<file path="config.mk">
export PLATFORM = sky130hd
export DESIGN_NAME = spi_subsystem_top
export DESIGN_NICKNAME = d
export VERILOG_FILES = /design/src/spi_pkg.sv /design/src/spi_apb_port.sv /design/src/spi_arbiter.sv /design/src/spi_engine.sv /design/src/spi_subsystem_top.sv
export SDC_FILE = /design/constraint.sdc
export NUM_CORES = 1
export LEC_CHECK = 0
export BUFFER_PORTS_ARGS = -buffer_cell sky130_fd_sc_hd__buf_2
export CORE_UTILIZATION = 55
export DETAILED_ROUTE_END_ITERATION = 8
export PLACE_DENSITY = 0.87
export SETUP_SLACK_MARGIN = 0.1
export SYNTH_ARGS = -nofsm -noshare
export SYNTH_HDL_FRONTEND = slang
export SYNTH_HIERARCHICAL = 1
export SYNTH_SLANG_ARGS = --single-unit
</file>
<file path="constraint.sdc">
create_clock -name clk_in -period 11.7 [get_ports clk_in]
set_clock_uncertainty 0.2 [all_clocks]
set_input_delay 3.51 -clock clk_in [delete_from_list [all_inputs] [get_ports clk_in]]
set_output_delay 3.51 -clock clk_in [all_outputs]
set_load 0.01 [all_outputs]
</file>
<file path="src/spi_pkg.sv">
// Shared widths, types, register map and engine states for the SPI mode 3 master subsystem
package spi_pkg;

  // frame and chip-select geometry
  localparam int frame_bits   = 32;
  localparam int cs_count     = 4;
  localparam int cs_sel_bits  = $clog2(cs_count);
  localparam int bit_cnt_bits = $clog2(frame_bits);

  // serial clock half-period is div + 1 system clocks
  localparam int div_bits = 8;

  // APB bus widths
  localparam int apb_addr_bits = 5;
  localparam int apb_data_bits = 32;

  typedef logic [frame_bits-1:0]    frame_t;
  typedef logic [cs_sel_bits-1:0]   cs_sel_t;
  typedef logic [cs_count-1:0]      cs_n_t;
  typedef logic [div_bits-1:0]      div_t;
  typedef logic [apb_addr_bits-1:0] apb_addr_t;
  typedef logic [apb_data_bits-1:0] apb_data_t;

  // register map, byte offsets
  localparam apb_addr_t reg_txdata = 5'h00;
  // chip select in 1:0, divider in 15:8
  localparam apb_addr_t reg_ctrl   = 5'h04;
  // any write launches a frame
  localparam apb_addr_t reg_start  = 5'h08;
  // bit 0 busy, bit 1 sticky done
  localparam apb_addr_t reg_status = 5'h0C;
  localparam apb_addr_t reg_rxdata = 5'h10;

  // shift engine sequencing
  typedef enum logic [1:0] {
    idle,
    assert_cs,
    shift,
    release_cs
  } engine_state_t;

endpackage

</file>
<file path="src/spi_apb_port.sv">
// APB register file for one host: latches a transfer request and collects the received word
`timescale 1ns/100ps

module spi_apb_port
  import spi_pkg::*;
(
  input  logic      clk_in,
  input  logic      reset_n_in,
  // APB slave
  input  logic      psel,
  input  logic      penable,
  input  logic      pwrite,
  input  apb_addr_t paddr,
  input  apb_data_t pwdata,
  output apb_data_t prdata,
  output logic      pready,
  output logic      pslverr,
  // request towards the arbiter
  output logic      req,
  output frame_t    req_tx_data,
  output cs_sel_t   req_cs_sel,
  output div_t      req_div,
  // result from the arbiter
  input  logic      done,
  input  frame_t    rx_data
);

  frame_t  tx_data_r;
  frame_t  rx_data_r;
  cs_sel_t cs_sel_r;
  div_t    div_r;
  logic    busy_r;
  logic    done_r;

  logic access;
  logic mapped;
  logic locked_reg;
  logic wr_ok;

  assign access = psel && penable;

  // address decode
  always_comb begin
    mapped     = 1'b0;
    locked_reg = 1'b0;
    case (paddr)
      reg_txdata, reg_ctrl, reg_start: begin
        mapped     = 1'b1;
        locked_reg = 1'b1;
      end
      reg_status, reg_rxdata: begin
        mapped = 1'b1;
      end
      default: begin
        mapped = 1'b0;
      end
    endcase
  end

  // no wait states
  assign pready = 1'b1;

  // unmapped, or a config write while a frame is pending
  assign pslverr = access && (!mapped || (pwrite && busy_r && locked_reg));

  assign wr_ok = access && pwrite && !pslverr;

  always_comb begin
    case (paddr)
      reg_txdata: prdata = tx_data_r;
      reg_ctrl:   prdata = {16'h0000, div_r, 6'b000000, cs_sel_r};
      reg_status: prdata = {30'h0, done_r, busy_r};
      reg_rxdata: prdata = rx_data_r;
      default:    prdata = '0;
    endcase
  end

  // control state
  always_ff @(posedge clk_in) begin
    if (!reset_n_in) begin
      busy_r   <= 1'b0;
      done_r   <= 1'b0;
      cs_sel_r <= '0;
      div_r    <= '0;
    end else begin
      if (wr_ok && paddr == reg_ctrl) begin
        cs_sel_r <= pwdata[1:0];
        div_r    <= pwdata[15:8];
      end
      if (wr_ok && paddr == reg_start) begin
        busy_r <= 1'b1;
        done_r <= 1'b0;
      end else if (done) begin
        busy_r <= 1'b0;
        done_r <= 1'b1;
      end
    end
  end

  // data words
  always_ff @(posedge clk_in) begin
    if (wr_ok && paddr == reg_txdata) begin
      tx_data_r <= pwdata;
    end
    if (done) begin
      rx_data_r <= rx_data;
    end
  end

  // request held for the whole time the port is busy
  assign req         = busy_r;
  assign req_tx_data = tx_data_r;
  assign req_cs_sel  = cs_sel_r;
  assign req_div     = div_r;

endmodule

</file>
<file path="src/spi_arbiter.sv">
// Round-robin arbiter that hands the shared SPI engine to one of two host ports per frame
`timescale 1ns/100ps

module spi_arbiter
  import spi_pkg::*;
(
  input  logic    clk_in,
  input  logic    reset_n_in,
  // host port requests
  input  logic    req0,
  input  logic    req1,
  input  frame_t  tx_data0,
  input  frame_t  tx_data1,
  input  cs_sel_t cs_sel0,
  input  cs_sel_t cs_sel1,
  input  div_t    div0,
  input  div_t    div1,
  // results back to the ports
  output logic    done0,
  output logic    done1,
  output frame_t  rx_data0,
  output frame_t  rx_data1,
  // engine side
  output logic    eng_start,
  output frame_t  eng_tx_data,
  output cs_sel_t eng_cs_sel,
  output div_t    eng_div,
  input  logic    eng_busy,
  input  logic    eng_done,
  input  frame_t  eng_rx_data
);

  logic grant_held;
  logic grant_idx;
  logic last_served;
  logic pick;
  logic launch;

  // favour the port not served last when both wait
  assign pick   = (req0 && req1) ? ~last_served : req1;
  assign launch = (req0 || req1) && !grant_held && !eng_busy;

  always_ff @(posedge clk_in) begin
    if (!reset_n_in) begin
      grant_held  <= 1'b0;
      grant_idx   <= 1'b0;
      last_served <= 1'b1;
      eng_start   <= 1'b0;
    end else begin
      eng_start <= launch;
      if (launch) begin
        grant_held  <= 1'b1;
        grant_idx   <= pick;
        last_served <= pick;
      end else if (eng_done && grant_held) begin
        grant_held <= 1'b0;
      end
    end
  end

  // granted port drives the engine
  assign eng_tx_data = grant_idx ? tx_data1 : tx_data0;
  assign eng_cs_sel  = grant_idx ? cs_sel1 : cs_sel0;
  assign eng_div     = grant_idx ? div1 : div0;

  // completion goes only to the owner
  assign done0    = eng_done && grant_held && !grant_idx;
  assign done1    = eng_done && grant_held && grant_idx;
  assign rx_data0 = eng_rx_data;
  assign rx_data1 = eng_rx_data;

endmodule

</file>
<file path="src/spi_engine.sv">
// SPI mode 3 shift engine: runs one 32-bit frame on a selected chip select per start pulse
`timescale 1ns/100ps

module spi_engine
  import spi_pkg::*;
(
  input  logic    clk_in,
  input  logic    reset_n_in,
  // frame request
  input  logic    start,
  input  frame_t  tx_data,
  input  cs_sel_t cs_sel,
  input  div_t    div,
  // status and result
  output logic    busy,
  output logic    done,
  output frame_t  rx_data,
  // SPI pins
  output logic    sclk,
  output logic    mosi,
  output cs_n_t   cs_n,
  input  logic    miso
);

  localparam logic [bit_cnt_bits-1:0] last_bit = bit_cnt_bits'(frame_bits - 1);

  engine_state_t state;

  div_t                    div_q;
  cs_sel_t                 cs_sel_q;
  div_t                    half_cnt;
  logic [bit_cnt_bits-1:0] bit_cnt;
  frame_t                  tx_shift;
  frame_t                  rx_shift;
  logic                    sclk_q;
  logic                    mosi_q;
  logic                    done_q;

  logic half_end;
  logic fall_edge;
  logic rise_edge;

  // end of a serial clock half-period
  assign half_end = (state != idle) && (half_cnt == div_q);

  // first fall leaves assert_cs, later falls come from a high sclk in shift
  assign fall_edge = half_end &&
                     ((state == assert_cs) || (state == shift && sclk_q));
  assign rise_edge = half_end && (state == shift) && !sclk_q;

  always_ff @(posedge clk_in) begin
    if (!reset_n_in) begin
      state    <= idle;
      div_q    <= '0;
      cs_sel_q <= '0;
      half_cnt <= '0;
      bit_cnt  <= '0;
      sclk_q   <= 1'b1;
      mosi_q   <= 1'b0;
      done_q   <= 1'b0;
    end else begin
      done_q <= 1'b0;

      // half-period timer, restarts on every edge
      if (state == idle || half_end) begin
        half_cnt <= '0;
      end else begin
        half_cnt <= half_cnt + 1'b1;
      end

      if (fall_edge) begin
        sclk_q <= 1'b0;
        mosi_q <= tx_shift[frame_bits-1];
      end
      if (rise_edge) begin
        sclk_q <= 1'b1;
      end

      case (state)
        idle: begin
          if (start) begin
            state    <= assert_cs;
            div_q    <= div;
            cs_sel_q <= cs_sel;
            bit_cnt  <= '0;
          end
        end
        assert_cs: begin
          if (half_end) begin
            state <= shift;
          end
        end
        shift: begin
          if (rise_edge) begin
            if (bit_cnt == last_bit) begin
              state <= release_cs;
            end else begin
              bit_cnt <= bit_cnt + 1'b1;
            end
          end
        end
        release_cs: begin
          // hold cs one more half-period after the last rise
          if (half_end) begin
            state  <= idle;
            mosi_q <= 1'b0;
            done_q <= 1'b1;
          end
        end
        default: begin
          state <= idle;
        end
      endcase
    end
  end

  // data shifters, MSB first
  always_ff @(posedge clk_in) begin
    if (state == idle && start) begin
      tx_shift <= tx_data;
    end else if (fall_edge) begin
      tx_shift <= {tx_shift[frame_bits-2:0], 1'b0};
    end
    if (rise_edge) begin
      rx_shift <= {rx_shift[frame_bits-2:0], miso};
    end
  end

  assign busy    = (state != idle);
  assign done    = done_q;
  assign rx_data = rx_shift;
  assign sclk    = sclk_q;
  assign mosi    = mosi_q;

  // one active-low select while a frame is open
  assign cs_n = (state == idle) ? '1 : ~(cs_n_t'(1) << cs_sel_q);

endmodule

</file>
<file path="src/spi_subsystem_top.sv">
// Top level of the SPI master subsystem: two APB host ports sharing one arbitrated shift engine
`timescale 1ns/100ps

module spi_subsystem_top
  import spi_pkg::*;
(
  input  logic      clk_in,
  input  logic      reset_n_in,
  // host 0 APB
  input  logic      apb0_psel,
  input  logic      apb0_penable,
  input  logic      apb0_pwrite,
  input  apb_addr_t apb0_paddr,
  input  apb_data_t apb0_pwdata,
  output apb_data_t apb0_prdata,
  output logic      apb0_pready,
  output logic      apb0_pslverr,
  // host 1 APB
  input  logic      apb1_psel,
  input  logic      apb1_penable,
  input  logic      apb1_pwrite,
  input  apb_addr_t apb1_paddr,
  input  apb_data_t apb1_pwdata,
  output apb_data_t apb1_prdata,
  output logic      apb1_pready,
  output logic      apb1_pslverr,
  // SPI pins
  output logic      sclk,
  output logic      mosi,
  output cs_n_t     cs_n,
  input  logic      miso
);

  logic    req0, req1, done0, done1;
  frame_t  tx_data0, tx_data1, rx_data0, rx_data1;
  cs_sel_t cs_sel0, cs_sel1;
  div_t    div0, div1;

  logic    eng_start, eng_busy, eng_done;
  frame_t  eng_tx_data, eng_rx_data;
  cs_sel_t eng_cs_sel;
  div_t    eng_div;

  spi_apb_port u_port0 (
    .clk_in(clk_in), .reset_n_in(reset_n_in),
    .psel(apb0_psel), .penable(apb0_penable), .pwrite(apb0_pwrite),
    .paddr(apb0_paddr), .pwdata(apb0_pwdata), .prdata(apb0_prdata),
    .pready(apb0_pready), .pslverr(apb0_pslverr),
    .req(req0), .req_tx_data(tx_data0), .req_cs_sel(cs_sel0), .req_div(div0),
    .done(done0), .rx_data(rx_data0)
  );

  spi_apb_port u_port1 (
    .clk_in(clk_in), .reset_n_in(reset_n_in),
    .psel(apb1_psel), .penable(apb1_penable), .pwrite(apb1_pwrite),
    .paddr(apb1_paddr), .pwdata(apb1_pwdata), .prdata(apb1_prdata),
    .pready(apb1_pready), .pslverr(apb1_pslverr),
    .req(req1), .req_tx_data(tx_data1), .req_cs_sel(cs_sel1), .req_div(div1),
    .done(done1), .rx_data(rx_data1)
  );

  spi_arbiter u_arbiter (
    .clk_in(clk_in), .reset_n_in(reset_n_in),
    .req0(req0), .req1(req1), .tx_data0(tx_data0), .tx_data1(tx_data1),
    .cs_sel0(cs_sel0), .cs_sel1(cs_sel1), .div0(div0), .div1(div1),
    .done0(done0), .done1(done1), .rx_data0(rx_data0), .rx_data1(rx_data1),
    .eng_start(eng_start), .eng_tx_data(eng_tx_data), .eng_cs_sel(eng_cs_sel),
    .eng_div(eng_div), .eng_busy(eng_busy), .eng_done(eng_done),
    .eng_rx_data(eng_rx_data)
  );

  spi_engine u_engine (
    .clk_in(clk_in), .reset_n_in(reset_n_in),
    .start(eng_start), .tx_data(eng_tx_data), .cs_sel(eng_cs_sel), .div(eng_div),
    .busy(eng_busy), .done(eng_done), .rx_data(eng_rx_data),
    .sclk(sclk), .mosi(mosi), .cs_n(cs_n), .miso(miso)
  );

endmodule

</file>
==> results of run 1 <==
## cell type report
class / instances / area, µm² / share of cell area
diodes: 3 / 7.51 / 0.000612
well taps: 265 / 332 / 0.0270
flip-flops and latches: 248 / 6890 / 0.561
multi-input cells: 468 / 3320 / 0.271
clock inverters: 13 / 130 / 0.0106
inverters: 8 / 30.0 / 0.00245
clock buffers: 34 / 711 / 0.0579
repair buffers: 164 / 846 / 0.0689
## critical path, cell delays in order
cell	delay [ps]
buf_2	120
nor3_2	630
and2_4	590
a221o_1	260
buf_2	140
## worst paths after layout
path,startpoint,endpoint,slack (ps),cells after the start
hold / removal,u_engine/rx_data[31]$_DFFE_PP_,u_port1/rx_data_r[31]$_DFFE_PP_,260,0
hold reg to reg,u_engine/rx_data[31]$_DFFE_PP_,u_port1/rx_data_r[31]$_DFFE_PP_,260,0
setup reg to reg,u_engine/half_cnt[2]$_SDFF_PP0_,u_engine/rx_data[21]$_DFFE_PP_,8680,5
setup / recovery,apb0_paddr[4],apb0_prdata[12],2730,5
## layer usage
metal  GRT usage  share of wire  routed length (µm)  vias to the layer above
li1            -              -                   -                     3130
met5           0        0.00041                  10                        -
met3      0.0420          0.076                1850                       56
met1       0.309           0.41               10100                     3298
met2       0.400           0.48               11700                      304
met4      0.0817          0.031                 749                        2
## through the flow
stage	setup slack [ps]	area (µm²)	power, µW	hold slack [ps]
after global placement	2860	11400	1160	226
after global routing	2650	12300	2010	283
after CTS	2760	12300	1960	264
after detailed placement	2790	11400	1160	253
final	2730	12300	1950	262
after floorplan	3450	11000	1110	237
## Yosys cell counts (2+ instances only)
| cell | instances | area, µm² |
|---|---|---|
| mux2_2 | 7 | 78.8 |
| nor3b_1 | 2 | 15.0 |
| conb_1 | 2 | 7.51 |
| inv_1 | 8 | 30.0 |
| nand3_1 | 18 | 90.1 |
| nand4_1 | 2 | 12.5 |
| mux2_4 | 38 | 571 |
| buf_6 | 5 | 56.3 |
| or3b_2 | 2 | 17.5 |
| or3_1 | 3 | 18.8 |
| mux2i_1 | 24 | 240 |
| nor2_1 | 18 | 67.6 |
| ha_1 | 7 | 87.6 |
| a221o_1 | 20 | 200 |
| xnor2_1 | 9 | 78.8 |
| a21boi_0 | 12 | 90.1 |
| nand2_1 | 168 | 631 |
| buf_2 | 11 | 55.1 |
| clkbuf_1 | 18 | 67.6 |
| nand2b_1 | 6 | 37.5 |
| nor3_2 | 2 | 20.0 |
| a22o_1 | 44 | 385 |
| and2_1 | 4 | 25.0 |
| and3_1 | 27 | 169 |
| nor4_1 | 4 | 25.0 |
| buf_12 | 3 | 60.1 |
| xor2_1 | 4 | 35.0 |
| nand3b_1 | 2 | 15.0 |
| buf_4 | 72 | 541 |
| a21boi_1 | 2 | 15.0 |
| edfxtp_1 | 192 | 5770 |
| dfxtp_1 | 56 | 1120 |
| a21oi_1 | 7 | 35.0 |
| o211a_1 | 3 | 30.0 |
| nor2b_1 | 2 | 12.5 |
| o21ai_0 | 6 | 30.0 |
## registers in the layout, summed over array words and instances, names as in the netlist, 2 cells and up
signal               cells
u_engine/bit_cnt         5
u_engine/cs_sel_q        2
u_engine/div_q           8
u_engine/half_cnt        8
u_engine/rx_data        32
u_engine/state           2
u_engine/tx_shift       32
u_port0/req_cs_sel       2
u_port0/req_div          8
u_port0/req_tx_data     32
u_port0/rx_data_r       32
u_port1/req_cs_sel       2
u_port1/req_div          8
u_port1/req_tx_data     32
u_port1/rx_data_r       32
## cell families after synthesis
logic type | count (synthesis) | synth area share
simple gates | 273 | 0.118
flops | 248 | 0.626
buf+inv | 118 | 0.0749
compound gates | 103 | 0.0802
mux | 69 | 0.0809
xor+xnor | 14 | 0.0118
fa+ha+maj | 7 | 0.00796
other cells | 2 | 0.000683
## power groups by stage
stage               logic (µW)  clock network, µW  registers (µW)
CTS                        153                813             991
floorplan                  105                  0            1010
finish                     154                801             990
global placement           148                  0            1010
detailed placement         153                  0            1010
global route               169                849             994
==> results.tsv, run 1 <==
stage	metric	value	unit
timing	Final Cycle Share	0.767	
pwr	P per Cell Area	159	mW/mm²
yosys	Synth Cell Area	0.0110	mm²
die	Horiz. Die Dim	143	µm
finish	commonest non-fill, non-tap cell in the layout	edfxtp_1	
yosys	synth warn	6	
grt	largest net degree at the start of global routing	76	
clock_network	CTS clk-pin slew, worst paths	60	ps
yosys	Post-synth EDFFs	192	
yosys	main flop type after synthesis	edfxtp_1	
grt	initial antenna violation count	5	
drt	initial DRC count	470	
timing	Max-slew headroom	0.152	
pwr	VDD IR-drop max	0.154	mV
clock_network	# H-tree levels	1	
outcome	status	finished clean	
critical_path	Worst EP arrival	5260	ps
die	number of core rows	51	
critical_path	Crit. End Element	output pin	
clock_network	CTS tree	built	
clock_network	# hold bufs at CTS	0	
pwr	sequential share of power	0.509	
finish	Finished Core Util	0.628	
pwr	NetSw	435	µW
finish	most frequent cells in the layout	edfxtp_1, nand2_1, buf_2	
yosys	Syn Inst Count	834	
die	die area	0.0206	mm²
timing	Fin Setup TNS	0	ps
finish	area grow syn2layout	11.5	%
drt	Avg Vias per Cell	5.64	
timing	min cycle time layout	8970	ps
pwr	static leakage	0.00479	µW
clock_network	Skew-Pair Late Insertion Delay	530	ps
die	Starting Density	0.564	
drt	Avg WL per Cell	20.3	µm
timing	Final Slew Violations	0	
place	PortBufs	154	
finish	fin cells	1203	
grt	vias in the first global route	6645	
flow_run	Max-Cap Viols	0	
grt	total congestion overflow	0	
timing	Hold Fails Final Rpt	0	
yosys	Yosys reg bits	248	
yosys	sequential area share after synthesis	0.626	
drt	final WL	24400	µm
critical_path	Critical Path RT	7990	ps
grt	global-route wire length before repair	36600	µm
finish	share of post-route cells with drive strength above 1	0.290	
yosys	Yosys cell types	60	
pwr	Clock Power Share	0.412	
critical_path	critical path type	in -> out	
drt	drc violations	0	
die	I/O pins	157	
pwr	P_int	1510	µW
place	Placed Cells	1153	
yosys	Post-synth ARST share	0	
drt	total number of vias	6790	
yosys	synthesized area per cell	13.2	µm²
clock_network	clk root buf	clkbuf_16	
yosys	Syn Nets	924	
grt	overall routing resource usage	0.237	
finish	Filler cells	1482	
drt	ANT nets after route	0	
finish	fin nets	1006	
pwr	Comb power frac	0.079	
clock_network	clk buf depth	3	
timing	Max Freq	111	MHz
place	DP Wirelength	15300	µm
hold_path	HP Class	reg -> reg	
clock_network	setup repair bufs after CTS	0	
timing	Setup violations, final	0	
clock_network	CTS sink count	248	
clock_network	post-CTS resize count	0	
pwr	Sw Ratio	0.224	
place	placer congestion estimate	0.827	
die	core footprint	0.0195	mm²
clock_network	CTS Buf Count	26	
critical_path	CP Launch Type	input pin	
die	die height	143	µm
drt	drt first pass iters	5	
critical_path	worst-path fanout max	33	
timing	RSZ-0062 raised after global routing	false	
timing	Worst-Margin Slew	1270	ps
(Power assumes the default switching activity.)
==> inputs of run 2 (changes only) <==
==> constraint.sdc (replaced) <==
create_clock -name clk_in -period 8.4 [get_ports clk_in]
set_clock_uncertainty 0.2 [all_clocks]
set_input_delay 2.52 -clock clk_in [delete_from_list [all_inputs] [get_ports clk_in]]
set_output_delay 2.52 -clock clk_in [all_outputs]
set_load 0.01 [all_outputs]
==> run 2 against run 1 <==
Wire length increased by 0.13%. Non-clock buffer count increased by 1. Clock power increased by 41%. Largest cell class unchanged. First-iteration DRC count increased by 4.9%.
==> results.tsv, run 2 (synthesis results as in run 1) <==
stage	metric	value	unit	change
outcome	status	finished clean		unchanged
pwr	Comb power frac	0.078		was 0.079
grt	total congestion overflow	0		unchanged
drt	drt first pass iters	4		was 5
grt	routing usage on met2	0.400		unchanged
drt	initial DRC count	493		was 470
clock_network	CTS Buf Count	26		unchanged
timing	Setup violations, final	0		unchanged
grt	met3 usage	0.0430		was 0.0420
grt	vias in the first global route	6666		was 6,645
grt	overall routing resource usage	0.237		about the same
die	number of core rows	51		unchanged
place	placer congestion estimate	0.815		was 0.827
pwr	P per Cell Area	222	mW/mm²	was 159 mW/mm²
pwr	P_int	2120	µW	was 1510 µW
clock_network	CTS sink count	248		unchanged
clock_network	clk buf depth	3		unchanged
timing	Hold Fails Final Rpt	0		unchanged
timing	Worst-Margin Slew	1210	ps	was 1270 ps
timing	Max Freq	140	MHz	
pwr	Clock Power Share	0.416		was 0.412
pwr	Sw Ratio	0.222		was 0.224
die	Starting Density	0.564		unchanged
die	Horiz. Die Dim	143	µm	unchanged
pwr	VDD IR-drop max	0.171	mV	was 0.154 mV
die	I/O pins	157		unchanged
timing	Max-slew headroom	0.194		was 0.152
grt	largest net degree at the start of global routing	76		unchanged
clock_network	CTS clk-pin slew, worst paths	60	ps	about the same
hold_path	HP Class	reg -> reg		unchanged
die	die area	0.0206	mm²	unchanged
clock_network	Skew-Pair Late Insertion Delay	530	ps	about the same
drt	final WL	24400	µm	about the same
critical_path	Worst EP arrival	4440	ps	was 5260 ps
timing	Fin Setup TNS	0	ps	unchanged
grt	global-route wire length before repair	36600	µm	about the same
critical_path	CP Launch Type	input pin		unchanged
die	core footprint	0.0195	mm²	unchanged
critical_path	Crit. End Element	output pin		unchanged
timing	min cycle time layout	7160	ps	
clock_network	post-CTS resize count	0		unchanged
grt	global route hottest layer	met2		unchanged
clock_network	# H-tree levels	1		unchanged
grt	initial antenna violation count	3		was 5
flow_run	Max-Cap Viols	0		unchanged
finish	area grow syn2layout	11.7	%	was 11.5%
drt	total number of vias	6780		was 6,790
timing	RSZ-0062 raised after global routing	false		unchanged
clock_network	clk root buf	clkbuf_16		unchanged
critical_path	critical path type	in -> out		unchanged
timing	Final Slew Violations	0		unchanged
pwr	NetSw	605	µW	was 435 µW
grt	met1 layer usage reported by global route	0.313		was 0.309
pwr	static leakage	0.00481	µW	was 0.00479 µW
drt	drc violations	0		unchanged
finish	fin nets	1007		was 1,006
finish	share of post-route cells with drive strength above 1	0.289		was 0.290
pwr	sequential share of power	0.506		was 0.509
finish	most frequent cells in the layout	edfxtp_1, nand2_1, buf_2		unchanged
die	die height	143	µm	unchanged
drt	Avg WL per Cell	20.2	µm	was 20.3 µm
place	DP Wirelength	15400	µm	was 15,300 µm
clock_network	CTS tree	built		unchanged
clock_network	# hold bufs at CTS	0		unchanged
critical_path	Critical Path RT	5680	ps	was 7990 ps
finish	commonest non-fill, non-tap cell in the layout	edfxtp_1		unchanged
pwr	total power	2730	µW	was 1950 µW
clock_network	setup repair bufs after CTS	0		unchanged
critical_path	worst-path fanout max	18		was 33
drt	ANT nets after route	0		unchanged
drt	Avg Vias per Cell	5.62		was 5.64
timing	Final Cycle Share	0.852		
place	PortBufs	154		unchanged
-- run 2: cell types whose count changed in the layout (fill, tap and decap cells not counted), sizes merged --
cell,delta
buf,+1
bufinv,+1
clkbuf,-2
clkinv,+3
clkinvlp,-1
diode,+1
-- run 2: per-layer routing --
layer / wire, µm / vias up
li1: - / 3142
met3: 1530 / 40
met4: 575 / 2
met2: 11900 / 250
met1: 10400 / 3346
met5: 10 / -
-- run 2: power by group through the flow --
stage          logic (µW)  registers (µW)  clock network, µW
3_5_place_dp          214            1410                  0
6_report              214            1380               1130
3_3_place_gp          207            1400                  0
5_1_grt               238            1380               1200
2_1_floorplan         146            1400                  0
4_1_cts               215            1380               1150
-- run 2: layout make-up --
| cell class | count | area (µm²) |
|---|---|---|
| diodes | 4 | 10.0 |
| clock buffers | 32 | 693 |
| clock inverters | 16 | 160 |
| fillers | 1486 | 7240 |
| inverters | 8 | 30.0 |
| multi-input cells | 468 | 3320 |
| flip-flops and latches | 248 | 6890 |
| well taps | 265 | 332 |
| repair buffers | 165 | 853 |
-- run 2: stage by stage --
step | area, µm² | hold WS (ps) | std cells | utilization | setup WS [ps]
after floorplan | 11000 | 237 | 834 | - | 2070
after global placement | 11400 | 226 | 1154 | 0.585 | 1260
after detailed placement | 11400 | 252 | 1154 | 0.585 | 1250
after CTS | 12300 | 264 | 1202 | 0.629 | 1250
after global routing | 12300 | 280 | 1203 | 0.629 | 1120
final | 12300 | 264 | 1206 | 0.629 | 1240
-- run 2: worst max-delay path, cell delays in order --
cell and delay, ps:
buf_2 160, nor4_1 320, and2_1 720, buf_4 390
a22o_1 180, buf_2 130
-- run 2: worst paths after layout --
kind	startpoint	to	slack, ps	cells past startpoint
setup / recovery	apb1_paddr[3]	apb1_prdata[18]	1240	6
hold / removal	u_engine/rx_data[31]$_DFFE_PP_	u_port0/rx_data_r[31]$_DFFE_PP_	260	0
setup reg to reg	u_engine/half_cnt[2]$_SDFF_PP0_	u_engine/rx_data[24]$_DFFE_PP_	5490	5
hold reg to reg	u_engine/rx_data[31]$_DFFE_PP_	u_port0/rx_data_r[31]$_DFFE_PP_	260	0
==> inputs of run 3 (changes only) <==
--- a/config.mk
+++ b/config.mk
@@ -5,6 +5,7 @@
 export SDC_FILE = /design/constraint.sdc
 export NUM_CORES = 1
 export LEC_CHECK = 0
+export ABC_AREA = 1
 export BUFFER_PORTS_ARGS = -buffer_cell sky130_fd_sc_hd__buf_2
 export CORE_UTILIZATION = 55
 export DETAILED_ROUTE_END_ITERATION = 8
==> constraint.sdc (replaced) <==
create_clock -name clk_in -period 8.4 [get_ports clk_in]
set_clock_uncertainty 0.2 [all_clocks]
set_input_delay 2.52 -clock clk_in [delete_from_list [all_inputs] [get_ports clk_in]]
set_output_delay 2.52 -clock clk_in [all_outputs]
set_load 0.05 [all_outputs]
==> run 3 against run 2 <==
Area after synthesis down 0.48%. Clock power about the same. Sequential cell count unchanged. Total power up 4.1%.
==> results.tsv, run 3 <==
stage	metric	value	unit	change
drt	total number of vias	7575		was 6,780
place	PortBufs	154		unchanged
grt	total congestion overflow	0		unchanged
timing	Fin Setup TNS	0	ps	unchanged
grt	overall routing resource usage	0.246		was 0.237
critical_path	worst-path fanout max	17		was 18
timing	Final Slew Violations	0		unchanged
yosys	Post-synth ARST share	0		unchanged
critical_path	CP Launch Point	apb1_paddr[1]		was apb1_paddr[3]
pwr	Clock Power Share	0.401		was 0.416
timing	Setup violations, final	0		unchanged
yosys	sequential area share after synthesis	0.629		was 0.626
yosys	Post-synth EDFFs	192		unchanged
yosys	Synth Cell Area	0.0110	mm²	about the same
clock_network	setup repair bufs after CTS	0		unchanged
timing	Max Freq	139	MHz	was 140 MHz
clock_network	CTS clk-pin slew, worst paths	50	ps	was 60 ps
die	Horiz. Die Dim	143	µm	about the same
yosys	Synth area leaders	edfxtp_1, nand2_1, dfxtp_1		was edfxtp_1, dfxtp_1, nand2_1
critical_path	Crit. End Element	output pin		unchanged
clock_network	clk root buf	clkbuf_16		unchanged
timing	RSZ-0062 raised after global routing	false		unchanged
die	number of core rows	51		unchanged
timing	min cycle time layout	7210	ps	was 7160 ps
yosys	synth warn	6		unchanged
drt	final WL	25100	µm	was 24,400 µm
yosys	Syn Inst Count	1063		was 834
die	die area	0.0205	mm²	was 0.0206 mm²
drt	Avg WL per Cell	17.6	µm	was 20.2 µm
place	DP Wirelength	16100	µm	was 15,400 µm
drt	Avg Vias per Cell	5.30		was 5.62
grt	global-route wire length before repair	38200	µm	was 36,600 µm
critical_path	critical path type	in -> out		unchanged
flow_run	Max-Cap Viols	0		unchanged
yosys	main flop type after synthesis	edfxtp_1		unchanged
critical_path	CP Launch Type	input pin		unchanged
critical_path	max incr delay on CP	740	ps	was 720 ps
clock_network	# hold bufs at CTS	0		unchanged
timing	Worst-Margin Slew	1220	ps	was 1210 ps
clock_network	CTS Buf Count	25		was 26
place	placer congestion estimate	0.894		was 0.815
pwr	VDD IR-drop max	0.158	mV	was 0.171 mV
finish	# diodes	0		was 4
pwr	P_int	2150	µW	was 2120 µW
finish	final instance area	0.0122	mm²	was 0.0123 mm²
yosys	Syn Nets	1153		was 924
critical_path	CP top delay family	simple AND/OR/NAND/NOR gates		unchanged
outcome	status	finished clean		unchanged
grt	largest net degree at the start of global routing	50		was 76
critical_path	CP cell instances	buf_2 > nor2_4 > nand3_2 > nor2_2 > buf_4 > a22o_1 > buf_2		was buf_2 > nor4_1 > and2_1 > buf_4 > a22o_1 > buf_2
finish	commonest non-fill, non-tap cell in the layout	nand2_1		was edfxtp_1
finish	Finished Core Util	0.628		was 0.629
yosys	share of the synthesized area in the top cell type	0.527		was 0.524
critical_path	Worst EP arrival	4490	ps	was 4440 ps
finish	fin nets	1236		was 1,007
hold_path	hold_sp	u_engine/rx_data[31]$_DFFE_PP_		unchanged
grt	initial antenna violation count	0		was 3
pwr	Comb power frac	0.110		was 0.078
yosys	cell taking the most area after synthesis	edfxtp_1		unchanged
critical_path	Crit path top cell by count	buf_2		unchanged
yosys	most frequent cell after synthesis	nand2_1		was edfxtp_1
drt	initial DRC count	531		was 493
drt	drc violations	0		unchanged
timing	Final Cycle Share	0.859		was 0.852
yosys	Yosys reg bits	248		unchanged
yosys	synthesized area per cell	10.3	µm²	was 13.2 µm²
finish	most frequent cells in the layout	nand2_1, edfxtp_1, buf_2		was edfxtp_1, nand2_1, buf_2
pwr	sequential share of power	0.489		was 0.506
clock_network	CTS tree	built		unchanged
drt	ANT nets after route	0		unchanged
finish	share of post-route cells with drive strength above 1	0.204		was 0.289
clock_network	Skew-Pair Late Insertion Delay	530	ps	about the same
hold_path	HP Class	reg -> reg		unchanged
critical_path	Critical Path RT	5680	ps	about the same
pwr	NetSw	687	µW	was 605 µW
pwr	Sw Ratio	0.242		was 0.222
yosys	top cells by count, synth	nand2_1, edfxtp_1, nor2_1		was edfxtp_1, nand2_1, buf_4
timing	Max-slew headroom	0.184		was 0.194
pwr	P per Cell Area	232	mW/mm²	was 222 mW/mm²
critical_path	Critical R2R Launch	u_engine/state[0]$_SDFFE_PN0P_		was u_engine/half_cnt[2]$_SDFF_PP0_
drt	drt first pass iters	5		was 4
pwr	static leakage	0.00524	µW	was 0.00481 µW
critical_path	Worst Path Buf+Inv	3		unchanged
timing	Hold Fails Final Rpt	0		unchanged
die	core footprint	0.0195	mm²	about the same
critical_path	slowest stage cell, crit path	nor2_2		was and2_1
yosys	Yosys cell types	44		was 60
place	Area after DPL	0.0114	mm²	about the same
finish	area grow syn2layout	11.7	%	about the same
grt	vias in the first global route	7269		was 6,666
die	I/O pins	157		unchanged
clock_network	# H-tree levels	1		unchanged
die	Starting Density	0.563		was 0.564
clock_network	CTS sink count	248		unchanged
die	die height	143	µm	about the same
clock_network	clk buf depth	3		unchanged
clock_network	post-CTS resize count	0		unchanged
[run 3: changes by cell type in the layout (fill, tap and decap cells not counted), sizes merged, moves of 12 or more]
cell,delta
mux2i,-24
nand3,+12
nor2,+76
and3,-27
a221o,-20
a21boi,-13
inv,+68
nand2,+211
mux2,-45
[run 3: worst paths after layout]
path | to | slack, ps | cells past startpoint
max | apb1_prdata[18] | 1190 | 7
min | u_port1/rx_data_r[31]$_DFFE_PP_ | 260 | 0
max reg2reg | u_engine/tx_shift[21]$_DFFE_PP_ | 4870 | 6
min reg2reg | u_port1/rx_data_r[31]$_DFFE_PP_ | 260 | 0
[run 3: layout make-up]
type / instances / area, µm²
multi-input cells: 631 / 3040
flip-flops and latches: 248 / 6890
clock inverters: 12 / 171
repair buffers: 162 / 831
well taps: 265 / 332
clock buffers: 32 / 672
inverters: 78 / 300
fillers: 1540 / 7230
[run 3: logic make-up (layout without fill, tap and decap cells)]
kind of cell / Yosys count / count (layout) / share of synthesized area
xor gates and xnor gates: 10 / 10 / 0.00800
other: 2 / 2 / 0.000686
AOI/OAI and AO/OA: 88 / 88 / 0.0593
buffers and inverters: 184 / 284 / 0.0955
adders and majority gates: 7 / 7 / 0.00800
DFF: 248 / 248 / 0.629
and+or+nand+nor: 524 / 524 / 0.200
[run 3: layer usage]
layer	wire length, µm	vias to the layer above	part of all wire	GRT usage
li1	-	3604	-	-
met1	10100	3618	0.40	0.330
met2	12600	316	0.50	0.425
met3	1950	37	0.078	0.0298
met4	480	0	0.019	0.0640
met5	0	-	0	0
[run 3: per-stage QoR]
step	setup WS, ps	instances	hold WS [ps]	total power [µW]
floorplan	1460	1063	229	1650
global placement	1330	1384	236	1710
detailed placement	1240	1384	243	1730
CTS	1230	1428	257	2860
global route	1110	1428	261	2950
finish	1190	1428	264	2840
[run 3: power by group through the flow]
stage                     clock (µW)  sequential [µW]  combinational (µW)
final                           1140             1390                 312
after global routing            1200             1390                 354
after CTS                       1150             1390                 312
after detailed placement           0             1420                 311
after global placement             0             1410                 300
after floorplan                    0             1420                 233
